### src/logic/neoIo_defines.svh
`ifndef NEOIO_DEFINES_SVH
`define NEOIO_DEFINES_SVH

// APB byte address width for the I/O window
`define NEO_ADDR_W 6

// Cartridge slots driven by nSlot
`define NEO_SLOTS 6

// Read-only input words
`define REG_P1CNT      6'h00
`define REG_DIPSW      6'h02
`define REG_STATUS_A   6'h04
`define REG_P2CNT      6'h06
`define REG_STATUS_B   6'h08

// Write-only output registers
`define REG_POUTPUT    6'h10
`define REG_SLOT       6'h12
`define REG_LEDLATCHES 6'h14
`define REG_LEDDATA    6'h16
`define REG_COIN       6'h18

// Base of the eight system latch words, 0x20 to 0x2E
`define REG_SYSLATCH   6'h20

`endif

### src/logic/neoBusPkg.sv
`include "neoIo_defines.svh"

package neoBusPkg;

	// Master side of the APB port
	typedef struct packed {
		// Slave select
		logic psel;
		// High in the access phase
		logic penable;
		// 1 for write, 0 for read
		logic pwrite;
		// Even byte offsets only
		logic [`NEO_ADDR_W-1:0] paddr;
		logic [15:0] pwdata;
	} apbReq;

	// Slave side of the APB port
	typedef struct packed {
		logic [15:0] prdata;
		// No wait states in this block
		logic pready;
		// Unmapped offset or wrong direction
		logic pslverr;
	} apbRsp;

endpackage

### src/logic/neoIoPkg.sv
package neoIoPkg;

	// One joypad, all bits active low
	typedef struct packed {
		logic select;
		logic start;
		// A, B, C, D in bits 0 to 3
		logic [3:0] buttons;
		// Up, down, left, right in bits 0 to 3
		logic [3:0] dirs;
	} playerIn;

	// Everything the board presents to the CPU
	typedef struct packed {
		playerIn p2;
		playerIn p1;
		logic [7:0] dipSw;
		logic testBtn;
		// Coin slots and service switch
		logic [3:0] coinSvc;
	} boardIn;

	// Serial LED driver, clock then data
	typedef struct packed {
		logic clk;
		logic [7:0] data;
	} ledPort;

	// EL panel driver
	typedef struct packed {
		logic clk;
		logic [2:0] data;
	} elPort;

	// Bit n matches select code n in a COIN write
	typedef struct packed {
		logic lockout2;
		logic lockout1;
		logic counter2;
		logic counter1;
	} coinOut;

	// Bit n is latch index n
	typedef struct packed {
		logic palBank;
		logic sramUnlock;
		logic system;
		logic regEn;
		logic cardWeB;
		logic cardWe;
		logic vecSwap;
		logic shadow;
	} sysBits;

	// Write enables, valid for the completing access phase only
	typedef struct packed {
		logic sysLatch;
		logic pOutput;
		logic slot;
		logic ledLatches;
		logic ledData;
		logic coin;
		// Latch index from offset bits 3 to 1
		logic [2:0] idx;
		logic [15:0] data;
	} strobes;

endpackage

### src/logic/ioDecode.sv
`include "neoIo_defines.svh"

module ioDecode (
	input logic clk24M,
	input logic arstN,
	input neoBusPkg::apbReq req,
	output neoBusPkg::apbRsp rsp,
	input neoIoPkg::boardIn pins,
	input neoIoPkg::sysBits sys,
	output neoIoPkg::strobes wr
);

	logic access;
	logic wrEn;
	logic [`NEO_ADDR_W-1:0] addr;
	logic isSysLatch;
	logic rdOk;
	logic wrOk;
	logic [15:0] rdData;

	// Access phase of a selected transfer
	assign access = req.psel & req.penable;
	assign wrEn = access & req.pwrite;
	assign addr = req.paddr;

	// Eight latch words share one block, odd offsets excluded
	assign isSysLatch = (addr[5:4] == 2'b10) && !addr[0];

	// Read word table
	always_comb begin
		rdOk = 1'b1;
		rdData = '0;
		if (isSysLatch) begin
			rdData = {8'h00, sys};
		end else begin
			case (addr)
				`REG_P1CNT: rdData = {8'h00, pins.p1.buttons, pins.p1.dirs};
				`REG_P2CNT: rdData = {8'h00, pins.p2.buttons, pins.p2.dirs};
				`REG_DIPSW: rdData = {8'h00, pins.dipSw};
				// Test button on top, coin and service below
				`REG_STATUS_A: rdData = {8'h00, pins.testBtn, 3'b000, pins.coinSvc};
				// Start and select pairs, system mode flag on top
				`REG_STATUS_B: begin
					rdData = {8'h00, sys.system, 3'b000,
						pins.p2.select, pins.p2.start,
						pins.p1.select, pins.p1.start};
				end
				default: rdOk = 1'b0;
			endcase
		end
	end

	// Writable offsets
	always_comb begin
		case (addr)
			`REG_POUTPUT,
			`REG_SLOT,
			`REG_LEDLATCHES,
			`REG_LEDDATA,
			`REG_COIN: wrOk = 1'b1;
			default: wrOk = isSysLatch;
		endcase
	end

	// One strobe per register, only for a legal write
	assign wr.sysLatch = wrEn & isSysLatch;
	assign wr.pOutput = wrEn & (addr == `REG_POUTPUT);
	assign wr.slot = wrEn & (addr == `REG_SLOT);
	assign wr.ledLatches = wrEn & (addr == `REG_LEDLATCHES);
	assign wr.ledData = wrEn & (addr == `REG_LEDDATA);
	assign wr.coin = wrEn & (addr == `REG_COIN);
	assign wr.idx = addr[3:1];
	assign wr.data = req.pwdata;

	// Never stalls
	assign rsp.pready = 1'b1;
	// Data only on a legal read, zero otherwise
	assign rsp.prdata = (access & !req.pwrite & rdOk) ? rdData : 16'h0000;
	assign rsp.pslverr = access & (req.pwrite ? !wrOk : !rdOk);

	// Write table and strobe decode must agree, an error write touches nothing
	aErrNoStrobe: assert property (@(posedge clk24M) disable iff (!arstN)
		rsp.pslverr |-> !(wr.sysLatch | wr.pOutput | wr.slot |
			wr.ledLatches | wr.ledData | wr.coin));

	// Register blocks never see two writes at once
	aOneStrobe: assert property (@(posedge clk24M) disable iff (!arstN)
		$onehot0({wr.sysLatch, wr.pOutput, wr.slot, wr.ledLatches, wr.ledData, wr.coin}));

endmodule

### src/logic/sysLatch.sv
module sysLatch (
	input logic clk24M,
	input logic arstN,
	input neoIoPkg::strobes wr,
	output neoIoPkg::sysBits sys
);

	logic [7:0] bits;

	// Addressable latch
	// Index picks the bit, data bit 0 is the new level
	always_ff @(posedge clk24M or negedge arstN) begin
		if (!arstN) begin
			bits <= '0;
		end else if (wr.sysLatch) begin
			bits[wr.idx] <= wr.data[0];
		end
	end

	// Bit order matches the struct field order
	assign sys = bits;

	// Decoder must hand over a clean index with every strobe
	aIdxKnown: assert property (@(posedge clk24M) disable iff (!arstN)
		wr.sysLatch |-> !$isunknown(wr.idx));

endmodule

### src/logic/slotLedPort.sv
`include "neoIo_defines.svh"

module slotLedPort (
	input logic clk24M,
	input logic arstN,
	input neoIoPkg::strobes wr,
	output logic [2:0] p1Out,
	output logic [2:0] p2Out,
	output logic [`NEO_SLOTS-1:0] nSlot,
	output neoIoPkg::ledPort ledOut1,
	output neoIoPkg::ledPort ledOut2,
	output neoIoPkg::elPort elOut
);

	logic [2:0] slotSel;
	logic [7:0] ledHold;
	logic [2:0] latchPrev;
	logic [2:0] rise;

	// Joypad output pins
	always_ff @(posedge clk24M or negedge arstN) begin
		if (!arstN) begin
			p1Out <= '0;
			p2Out <= '0;
		end else if (wr.pOutput) begin
			p1Out <= wr.data[2:0];
			p2Out <= wr.data[5:3];
		end
	end

	// Slot number, 0 after reset
	always_ff @(posedge clk24M or negedge arstN) begin
		if (!arstN) begin
			slotSel <= '0;
		end else if (wr.slot) begin
			slotSel <= wr.data[2:0];
		end
	end

	// Active low one-hot select, codes past the last slot select none
	always_comb begin
		for (int i = 0; i < `NEO_SLOTS; i++) begin
			nSlot[i] = (slotSel != 3'(i));
		end
	end

	// Pending LED data, only shifted out on a latch edge
	always_ff @(posedge clk24M) begin
		if (wr.ledData) begin
			ledHold <= wr.data[7:0];
		end
	end

	// Latch bits 3, 4 and 5 load LED1, LED2 and EL on a 0 to 1 edge
	assign rise = wr.ledLatches ? (wr.data[5:3] & ~latchPrev) : 3'b000;

	always_ff @(posedge clk24M or negedge arstN) begin
		if (!arstN) begin
			latchPrev <= '0;
			ledOut1 <= '0;
			ledOut2 <= '0;
			elOut <= '0;
		end else begin
			if (wr.ledLatches) begin
				latchPrev <= wr.data[5:3];
			end
			// Clocks idle low, high for the cycle after a load
			ledOut1.clk <= rise[0];
			ledOut2.clk <= rise[1];
			elOut.clk <= rise[2];
			if (rise[0]) begin
				ledOut1.data <= ledHold;
			end
			if (rise[1]) begin
				ledOut2.data <= ledHold;
			end
			// EL panel only takes the low three bits
			if (rise[2]) begin
				elOut.data <= ledHold[2:0];
			end
		end
	end

	// Slot code must be clean whenever it is written
	aSlotKnown: assert property (@(posedge clk24M) disable iff (!arstN)
		wr.slot |-> !$isunknown(wr.data[2:0]));

	// Load clocks are single-cycle pulses
	aLed1Pulse: assert property (@(posedge clk24M) disable iff (!arstN)
		ledOut1.clk |=> !ledOut1.clk);
	aLed2Pulse: assert property (@(posedge clk24M) disable iff (!arstN)
		ledOut2.clk |=> !ledOut2.clk);
	aElPulse: assert property (@(posedge clk24M) disable iff (!arstN)
		elOut.clk |=> !elOut.clk);

endmodule

### src/logic/coinControl.sv
module coinControl (
	input logic clk24M,
	input logic arstN,
	input neoIoPkg::strobes wr,
	output neoIoPkg::coinOut coins
);

	logic [3:0] outBits;

	// Data bits 1 to 0 pick the output
	// 0 counter1, 1 counter2, 2 lockout1, 3 lockout2
	// Data bit 2 sets or clears it
	always_ff @(posedge clk24M or negedge arstN) begin
		if (!arstN) begin
			outBits <= '0;
		end else if (wr.coin) begin
			outBits[wr.data[1:0]] <= wr.data[2];
		end
	end

	assign coins = outBits;

	// Select and level must be clean on every COIN write
	aCoinDataKnown: assert property (@(posedge clk24M) disable iff (!arstN)
		wr.coin |-> !$isunknown(wr.data[2:0]));

endmodule

### src/logic/neoIoTop.sv
`include "neoIo_defines.svh"

module neoIoTop (
	input logic clk24M,
	input logic arstN,
	input neoBusPkg::apbReq req,
	output neoBusPkg::apbRsp rsp,
	input neoIoPkg::boardIn pins,
	output logic [2:0] p1Out,
	output logic [2:0] p2Out,
	output logic [`NEO_SLOTS-1:0] nSlot,
	output neoIoPkg::ledPort ledOut1,
	output neoIoPkg::ledPort ledOut2,
	output neoIoPkg::elPort elOut,
	output neoIoPkg::coinOut coins,
	output neoIoPkg::sysBits sys
);

	import neoIoPkg::*;

	// Decoder to register blocks
	strobes wr;

	// Bus control, also reads back the system latch
	ioDecode uDecode (
		.clk24M(clk24M),
		.arstN(arstN),
		.req(req),
		.rsp(rsp),
		.pins(pins),
		.sys(sys),
		.wr(wr)
	);

	sysLatch uSysLatch (
		.clk24M(clk24M),
		.arstN(arstN),
		.wr(wr),
		.sys(sys)
	);

	// Slot, joypad and LED side
	slotLedPort uSlotLed (
		.clk24M(clk24M),
		.arstN(arstN),
		.wr(wr),
		.p1Out(p1Out),
		.p2Out(p2Out),
		.nSlot(nSlot),
		.ledOut1(ledOut1),
		.ledOut2(ledOut2),
		.elOut(elOut)
	);

	coinControl uCoin (
		.clk24M(clk24M),
		.arstN(arstN),
		.wr(wr),
		.coins(coins)
	);

endmodule

### config.mk
export PLATFORM = sky130hd
export DESIGN_NAME = neoIoTop
export DESIGN_NICKNAME = d
export VERILOG_FILES = /design/src/logic/neoBusPkg.sv /design/src/logic/neoIoPkg.sv /design/src/logic/ioDecode.sv /design/src/logic/sysLatch.sv /design/src/logic/slotLedPort.sv /design/src/logic/coinControl.sv /design/src/logic/neoIoTop.sv
export VERILOG_INCLUDE_DIRS = /design/src /design/src/logic
export SDC_FILE = /design/constraint.sdc
export NUM_CORES = 1
export LEC_CHECK = 0
export BUFFER_PORTS_ARGS = -buffer_cell sky130_fd_sc_hd__buf_2
export CAP_MARGIN = 25
export CORE_MARGIN = 2
export CORE_UTILIZATION = 47
export CTS_BUF_LIST = sky130_fd_sc_hd__clkbuf_16
export DETAILED_ROUTE_END_ITERATION = 12
export PLACE_DENSITY = 0.8
export SYNTH_ARGS = -nofsm -noshare
export SYNTH_HDL_FRONTEND = slang
export SYNTH_SLANG_ARGS = --single-unit
export TNS_END_PERCENT = 100
### constraint.sdc
create_clock -name clk24M -period 1.25 [get_ports clk24M]
set_input_delay 0.0625 -clock clk24M [delete_from_list [all_inputs] [get_ports clk24M]]
set_output_delay 0.0625 -clock clk24M [all_outputs]
set_load 0.05 [all_outputs]
==> metrics.yaml, run 1 <==
drt:
  num_vias: 2467
  drt_iter0_drc: 82
  ant_nets: 0
  dr.pass1.iters: 4
  wl_mm: 7.72
  wire_per_inst_um: 16.8
  post-route-drc-count: 0
  vias_per_cell: 5.37
sta:
  finalCriticalPeriod_ns: 1.44
  fmax_mhz: 697
  rsz0062_at_grt: "yes"
  setup_violations: 11
  worst_clock_skew_ns: 0.00680
  hold_viol_final: 0
  slew_violations: 0
  min_period_over_period: 1.15
  fin_ws_ns: -0.186
  finalSetupTns_ns: -0.737
power_and_ir_drop:
  p_comb_frac: 0.226
  leakage_nw: 2.22
  intPower_mw: 2.95
  p_switching_mw: 1.18
  powerDensity_mw_per_mm2: 922
  peakVddDrop_v: 0.000785
  seqPwrFrac: 0.453
  swShare: 0.286
  pwr-share-clk: 0.321
place:
  dp_hpwl_mm: 5.38
  pre_cts_slack_ns: -0.355
  io_buffer_count: 106
  place_congestion: 0.778
synthesis:
  syn_area_mm2: 0.00279
  ys_seq_area_frac: 0.500
  avgSynthCellArea_um2: 12.0
  yosys_warnings: 0
  ys_types: 40
  ys_ff_latch: 54
  syn_inst: 233
cells_and_area:
  regArea_mm2: 0.00140
  postLayoutCoreUtil: 0.770
  fillers: 352
  nets: 443
  diodes: 0
  area_growth_pct: 60.7
  multi_input_area_mm2: 0.00163
  drive_above_1_share: 0.677
run_status:
  violations: "negative setup slack"
  status: "finished, violations left"
setup_path:
  critPathCaptureType: "output pin"
  critPathMaxFanout: 2
  reg2reg_to: "uSlotLed.elOut[0]"
  worstSetupStartpointType: "register"
  rrSetupSlack_ns: 0.13
  critPathLaunch: "uSysLatch.sys[5]"
  critPathCapture: "rsp[9]"
  worstSetupPathType: "reg2out"
  reg2regPathDepth: 2
  arrival_ns: 1.37
  reg2reg_from: "uSlotLed.latchPrev[2]"
  critPathRequiredTime_ns: 1.19
global_routing:
  grt_remaining_overflow: 0
  grt_pass1_vias: 2379
  antenna_found_initial: 0
  grt_max_degree: 47
  track_usage: 0.227
  grt_pass1_wl_mm: 11.5
floorplanning:
  coreArea_mm2: 0.00582
  start_util: 0.479
  die_height_um: 81.0
  die_w_um: 81.0
  rows: 28
  pin_count: 124
  die-area_mm2: 0.00656
cts:
  clock_latency_ns: 0.29
  clkSinkCount: 54
  path_clk_slew_ns: 0.07
  cts.path.max_buffers: 2
  root_buffer: "clkbuf_16"
  htree_levels: 2
  tritoncts: "yes"
  numCtsBuffers: 5
min_path:
  whs_path_depth: 1
  hold_class: "in2reg"
run:
  cap_violations: 0
[state kept, by name, summed over array words and instances (netlist names)]
signal              cells
uSlotLed.latchPrev      3
uSlotLed.slotSel        3
uSlotLed.ledOut1        9
uSlotLed.elOut          4
uSlotLed.ledOut2        9
uSlotLed.ledHold        8
uSysLatch.sys           8
uSlotLed.p1Out          3
uSlotLed.p2Out          3
uCoin.coins             4
[power groups by stage]
stage	registers [mW]	logic [mW]	clock network, mW
floorplan	2.03	0.351	0
global placement	1.90	0.751	0
detailed placement	1.90	0.767	0
CTS	1.87	0.868	1.35
global route	1.87	0.989	1.42
finish	1.87	0.934	1.32
[repair_timing]
item | CTS | global route
hold buffers | 3 | 0
endpoints found under the setup margin | 21 | 27
pin swaps | 12 | 9
gates resized for setup | 71 | 44
setup buffers | 7 | 1
endpoints found under the hold margin | 48 | 0
gates cloned | 0 | 1
[cell families after synthesis]
family          synth area share
other cells              0.00270
buf+inv                   0.0521
simple gates               0.165
flops                      0.500
mux                        0.206
compound gates            0.0746
[worst min path at each step]
| stage | start | to | slack [ns] |
|---|---|---|---|
| final | req[5] | uSlotLed.ledHold[5] | 0.02 |
| after global routing | req[5] | uSlotLed.ledHold[5] | 0.02 |
| after global placement | arstN | uSlotLed.ledOut2[7] | 0.06 |
| after floorplan | arstN | uCoin.coins[0] | -0.23 |
| after CTS | req[5] | uSlotLed.ledHold[5] | 0.02 |
| after detailed placement | arstN | uSlotLed.ledOut2[5] | 0.06 |
[per-stage QoR]
step / instances / total power [mW] / area, um^2 / hold WS [ns]
3_3_place_gp: 440 / 2.65 / 3810 / 0.0608
3_5_place_dp: 440 / 2.67 / 3810 / 0.0648
5_1_grt: 459 / 4.28 / 4480 / 0.0183
2_1_floorplan: 240 / 2.38 / 3000 / -0.233
6_report: 459 / 4.13 / 4480 / 0.0221
4_1_cts: 458 / 4.09 / 4310 / 0.0209
[routing by layer]
metal / vias to the layer above / share of wire / track usage
met2: 95 / 0.54 / 0.403
li1: 1132 / - / -
met1: 1228 / 0.40 / 0.289
met3: 12 / 0.055 / 0.0444
met4: 0 / 0.010 / 0.0424
met5: - / 0 / 0
[critical path, cell delays in order (launching register included)]
cell and delay, ns:
dfrtp_2 0.42, mux2_4 0.28, o21ai_4 0.15, a221oi_4 0.08, buf_6 0.16
[synthesized netlist by cell type (all sizes together)]
cell    number  area (um^2)
a21oi        8         40.0
or3b         2         17.5
nor3b        1         7.51
nor2b        1         6.26
nand2b       8         65.1
a22oi        3         22.5
conb         2         7.51
buf         13         91.3
and3         3         18.8
a31oi        5         31.3
nand4b       1         23.8
clkbuf       6         23.8
and2         1         6.26
mux2i        1         10.0
nor2        12         45.0
or3          2         12.5
a221oi       2         17.5
a311oi       4         35.0
inv          8         30.0
o21ai        7         35.0
nand3        6         30.0
dfrtp       46         1150
nor3         4         31.3
nand3b       6         70.1
edfxtp       8          240
nand2       10         37.5
a22o         3         26.3
mux2        50          563
nor4b        2         23.8
nor4         8         65.1
[final cells by class]
type,count,share of cell area
Inverter,8,0.00671
Tap cell,75,0.0210
Multi-Input combinational cell,159,0.364
Clock buffer,5,0.0280
Clock inverter,3,0.00391
Sequential cell,54,0.313
Timing Repair Buffer,155,0.264
[cell usage in the layout, fill, tap and decap left out, types with 2 or more instances in the layout]
cell / instances
nand2_1: 9
mux2_4: 10
a21oi_2: 2
nor4_4: 5
inv_1: 9
and3_1: 2
or3b_4: 2
nand3b_1: 4
or3_4: 2
buf_6: 22
dfrtp_2: 6
clkbuf_16: 6
a22o_1: 3
nand3_1: 6
nand2b_4: 2
buf_12: 5
nand3b_4: 2
mux2_2: 40
nor2_1: 10
nor3_4: 2
dlygate4sd3_1: 3
edfxtp_1: 8
a311oi_4: 3
a221oi_4: 2
buf_8: 8
nand2b_1: 6
a22oi_2: 3
a31oi_1: 4
buf_4: 31
o21ai_2: 4
buf_2: 85
nor4_1: 3
o21ai_1: 2
conb_1: 9
a21oi_4: 3
dfrtp_1: 40
a21oi_1: 3
Note: power is estimated with default switching activity, not from simulation.
==> run 2: changes to the inputs <==
- PLACE_DENSITY: 0.8 -> unset
- PLACE_DENSITY_LB_ADDON: unset -> 0.25
==> run 2 against run 1 <==
The run still ends with negative setup slack left. Worst hold slack worse by 0.0022 ns. Critical endpoint unchanged. Die area is the same. Setup slack improved by 0.029 ns. Register-to-register slack worse by 0.05 ns. Sequential share of layout area is 0.53 points higher. Utilization shrank 1.3 points.
==> metrics.yaml, run 2 (synthesis results as in run 1) <==
setup_path:
  cp_slowest_cell: "dfrtp_2"
  slowest_delay_ns: 0.41
  worstSetupStartpointType: "register"
  worstSetupPathType: "reg2out"
  critPathRequiredTime_ns: 1.19
  reg2regPathDepth: 4
  worstPathCellList: "mux2_4, o21ai_4, a221oi_4, buf_6"
  rrSetupSlack_ns: 0.08
  critPathLaunch: "uSysLatch.sys[5]"
  reg2reg_from: "uSlotLed.slotSel[0]"
  critPathCapture: "rsp[9]"
  reg2reg_to: "uSlotLed.slotSel[0]"
  critPathMaxFanout: 2
  arrival_ns: 1.34
  critPathCaptureType: "output pin"
global_routing:
  grt_pass1_wl_mm: 11.2
  grt_remaining_overflow: 0
  track_usage: 0.224
  grt_pass1_vias: 2368
  antenna_found_initial: 0
  grt_max_degree: 47
power_and_ir_drop:
  leakage_nw: 2.21
  p_switching_mw: 1.19
  swShare: 0.290
  pwr-share-clk: 0.329
  intPower_mw: 2.93
  peakVddDrop_v: 0.000771
  p_comb_frac: 0.218
  powerDensity_mw_per_mm2: 936
  seqPwrFrac: 0.453
sta:
  fin_ws_ns: -0.157
  setup_violations: 12
  rsz0062_at_grt: "yes"
  holdWs_ns: 0.0199
  min_period_over_period: 1.13
  finalCriticalPeriod_ns: 1.41
  slew_violations: 0
  hold_viol_final: 0
  fmax_mhz: 711
  worst_clock_skew_ns: 0.00600
drt:
  vias_per_cell: 5.27
  post-route-drc-count: 0
  wl_mm: 7.44
  drt_iter0_drc: 60
  ant_nets: 0
  dr.pass1.iters: 4
  num_vias: 2425
  wire_per_inst_um: 16.2
cells_and_area:
  drive_above_1_share: 0.675
  fillers: 381
  reg.largest.list: "uSlotLed.ledOut1 (9), uSlotLed.ledOut2 (9)"
  postLayoutCoreUtil: 0.757
  design_area_mm2: 0.00440
  nets: 444
  layout_commonest_cell: "buf_2"
  diodes: 0
  final_cell_mix: "85 x buf_2, 46 x mux2_2, 40 x dfrtp_1, 33 x buf_4, 27 x buf_6"
  area_growth_pct: 58.0
run_status:
  violations: "negative setup slack"
  status: "finished, violations left"
place:
  placed_area_mm2: 0.00377
  pre_cts_slack_ns: -0.445
  place_congestion: 0.823
  dp_hpwl_mm: 5.20
  io_buffer_count: 106
cts:
  tritoncts: "yes"
  clock_latency_ns: 0.29
  path_clk_slew_ns: 0.07
  root_buffer: "clkbuf_16"
  cts.path.max_buffers: 2
  numCtsBuffers: 5
  clkSinkCount: 54
  htree_levels: 2
floorplanning:
  rows: 28
  coreArea_mm2: 0.00582
  pin_count: 124
  die_w_um: 81.0
  start_util: 0.479
  die_height_um: 81.0
  die-area_mm2: 0.00656
run:
  cap_violations: 0
min_path:
  hold_class: "in2reg"
-- run 2: cell count changes in the layout (fill, tap and decap cells not counted), sizes merged --
cell,before,now
buf,151,152
clkinv,1,2
inv,10,8
clkinvlp,0,1
-- run 2: timing repair --
action / 4_1_cts / 5_1_grt
hold endpoints to repair: 48 / 0
endpoints found under the setup margin: 21 / 22
resized for setup: 60 / 32
hold buffers: 3 / 0
pin swaps: 9 / 12
setup buffers: 7 / 9
-- run 2: worst max-delay path, delay by kind of cell, from the launching register on --
family / cells / cell delay [ns]
flops: 1 / 0.41
mux: 1 / 0.27
compound gates: 2 / 0.21
buf+inv: 1 / 0.16
-- run 2: metal layers --
layer | part of all wire | wire [um] | vias to the layer above | GRT usage
li1 | - | - | 1130 | -
met1 | 0.40 | 2960 | 1206 | 0.269
met2 | 0.54 | 4010 | 81 | 0.409
met3 | 0.049 | 366 | 8 | 0.0367
met4 | 0.013 | 99 | 0 | 0.0729
met5 | 0 | 0 | - | 0
-- run 2: metrics by stage --
| stage | TNS (ns) | cells | power [mW] |
|---|---|---|---|
| after global placement | -10.53 | 433 | 2.64 |
| after global routing | -1.45 | 460 | 4.26 |
| after detailed placement | -12.09 | 433 | 2.65 |
| after floorplan | -4.76 | 240 | 2.38 |
| after CTS | -0.808 | 451 | 4.08 |
| final | -0.997 | 460 | 4.12 |
-- run 2: cell type report --
class	count	area (um^2)	area share
Tap cell	75	93.8	0.0213
Timing Repair Buffer	156	1140	0.259
Clock buffer	5	125	0.0284
Multi-Input combinational cell	159	1590	0.362
Clock inverter	3	21.3	0.00483
Sequential cell	54	1400	0.318
Inverter	8	30.0	0.00682
-- run 2: how the worst min path moves through the flow --
stage / start / end / slack [ns] / depth (start not counted)
2_1_floorplan: arstN / uCoin.coins[0] / -0.23 / 0
3_3_place_gp: arstN / uSlotLed.ledOut2[1] / 0.06 / 2
3_5_place_dp: arstN / uSlotLed.ledOut1[0] / 0.07 / 2
4_1_cts: req[5] / uSlotLed.ledHold[5] / 0.01 / 1
5_1_grt: req[5] / uSlotLed.ledHold[5] / 0.02 / 1
6_report: req[5] / uSlotLed.ledHold[5] / 0.02 / 1
-- run 2: power groups by stage --
| stage | Combinational (mW) | Sequential [mW] | Clock [mW] |
|---|---|---|---|
| detailed placement | 0.753 | 1.90 | 0 |
| finish | 0.899 | 1.87 | 1.35 |
| CTS | 0.839 | 1.87 | 1.38 |
| global placement | 0.740 | 1.90 | 0 |
| floorplan | 0.351 | 2.03 | 0 |
| global route | 0.951 | 1.87 | 1.43 |
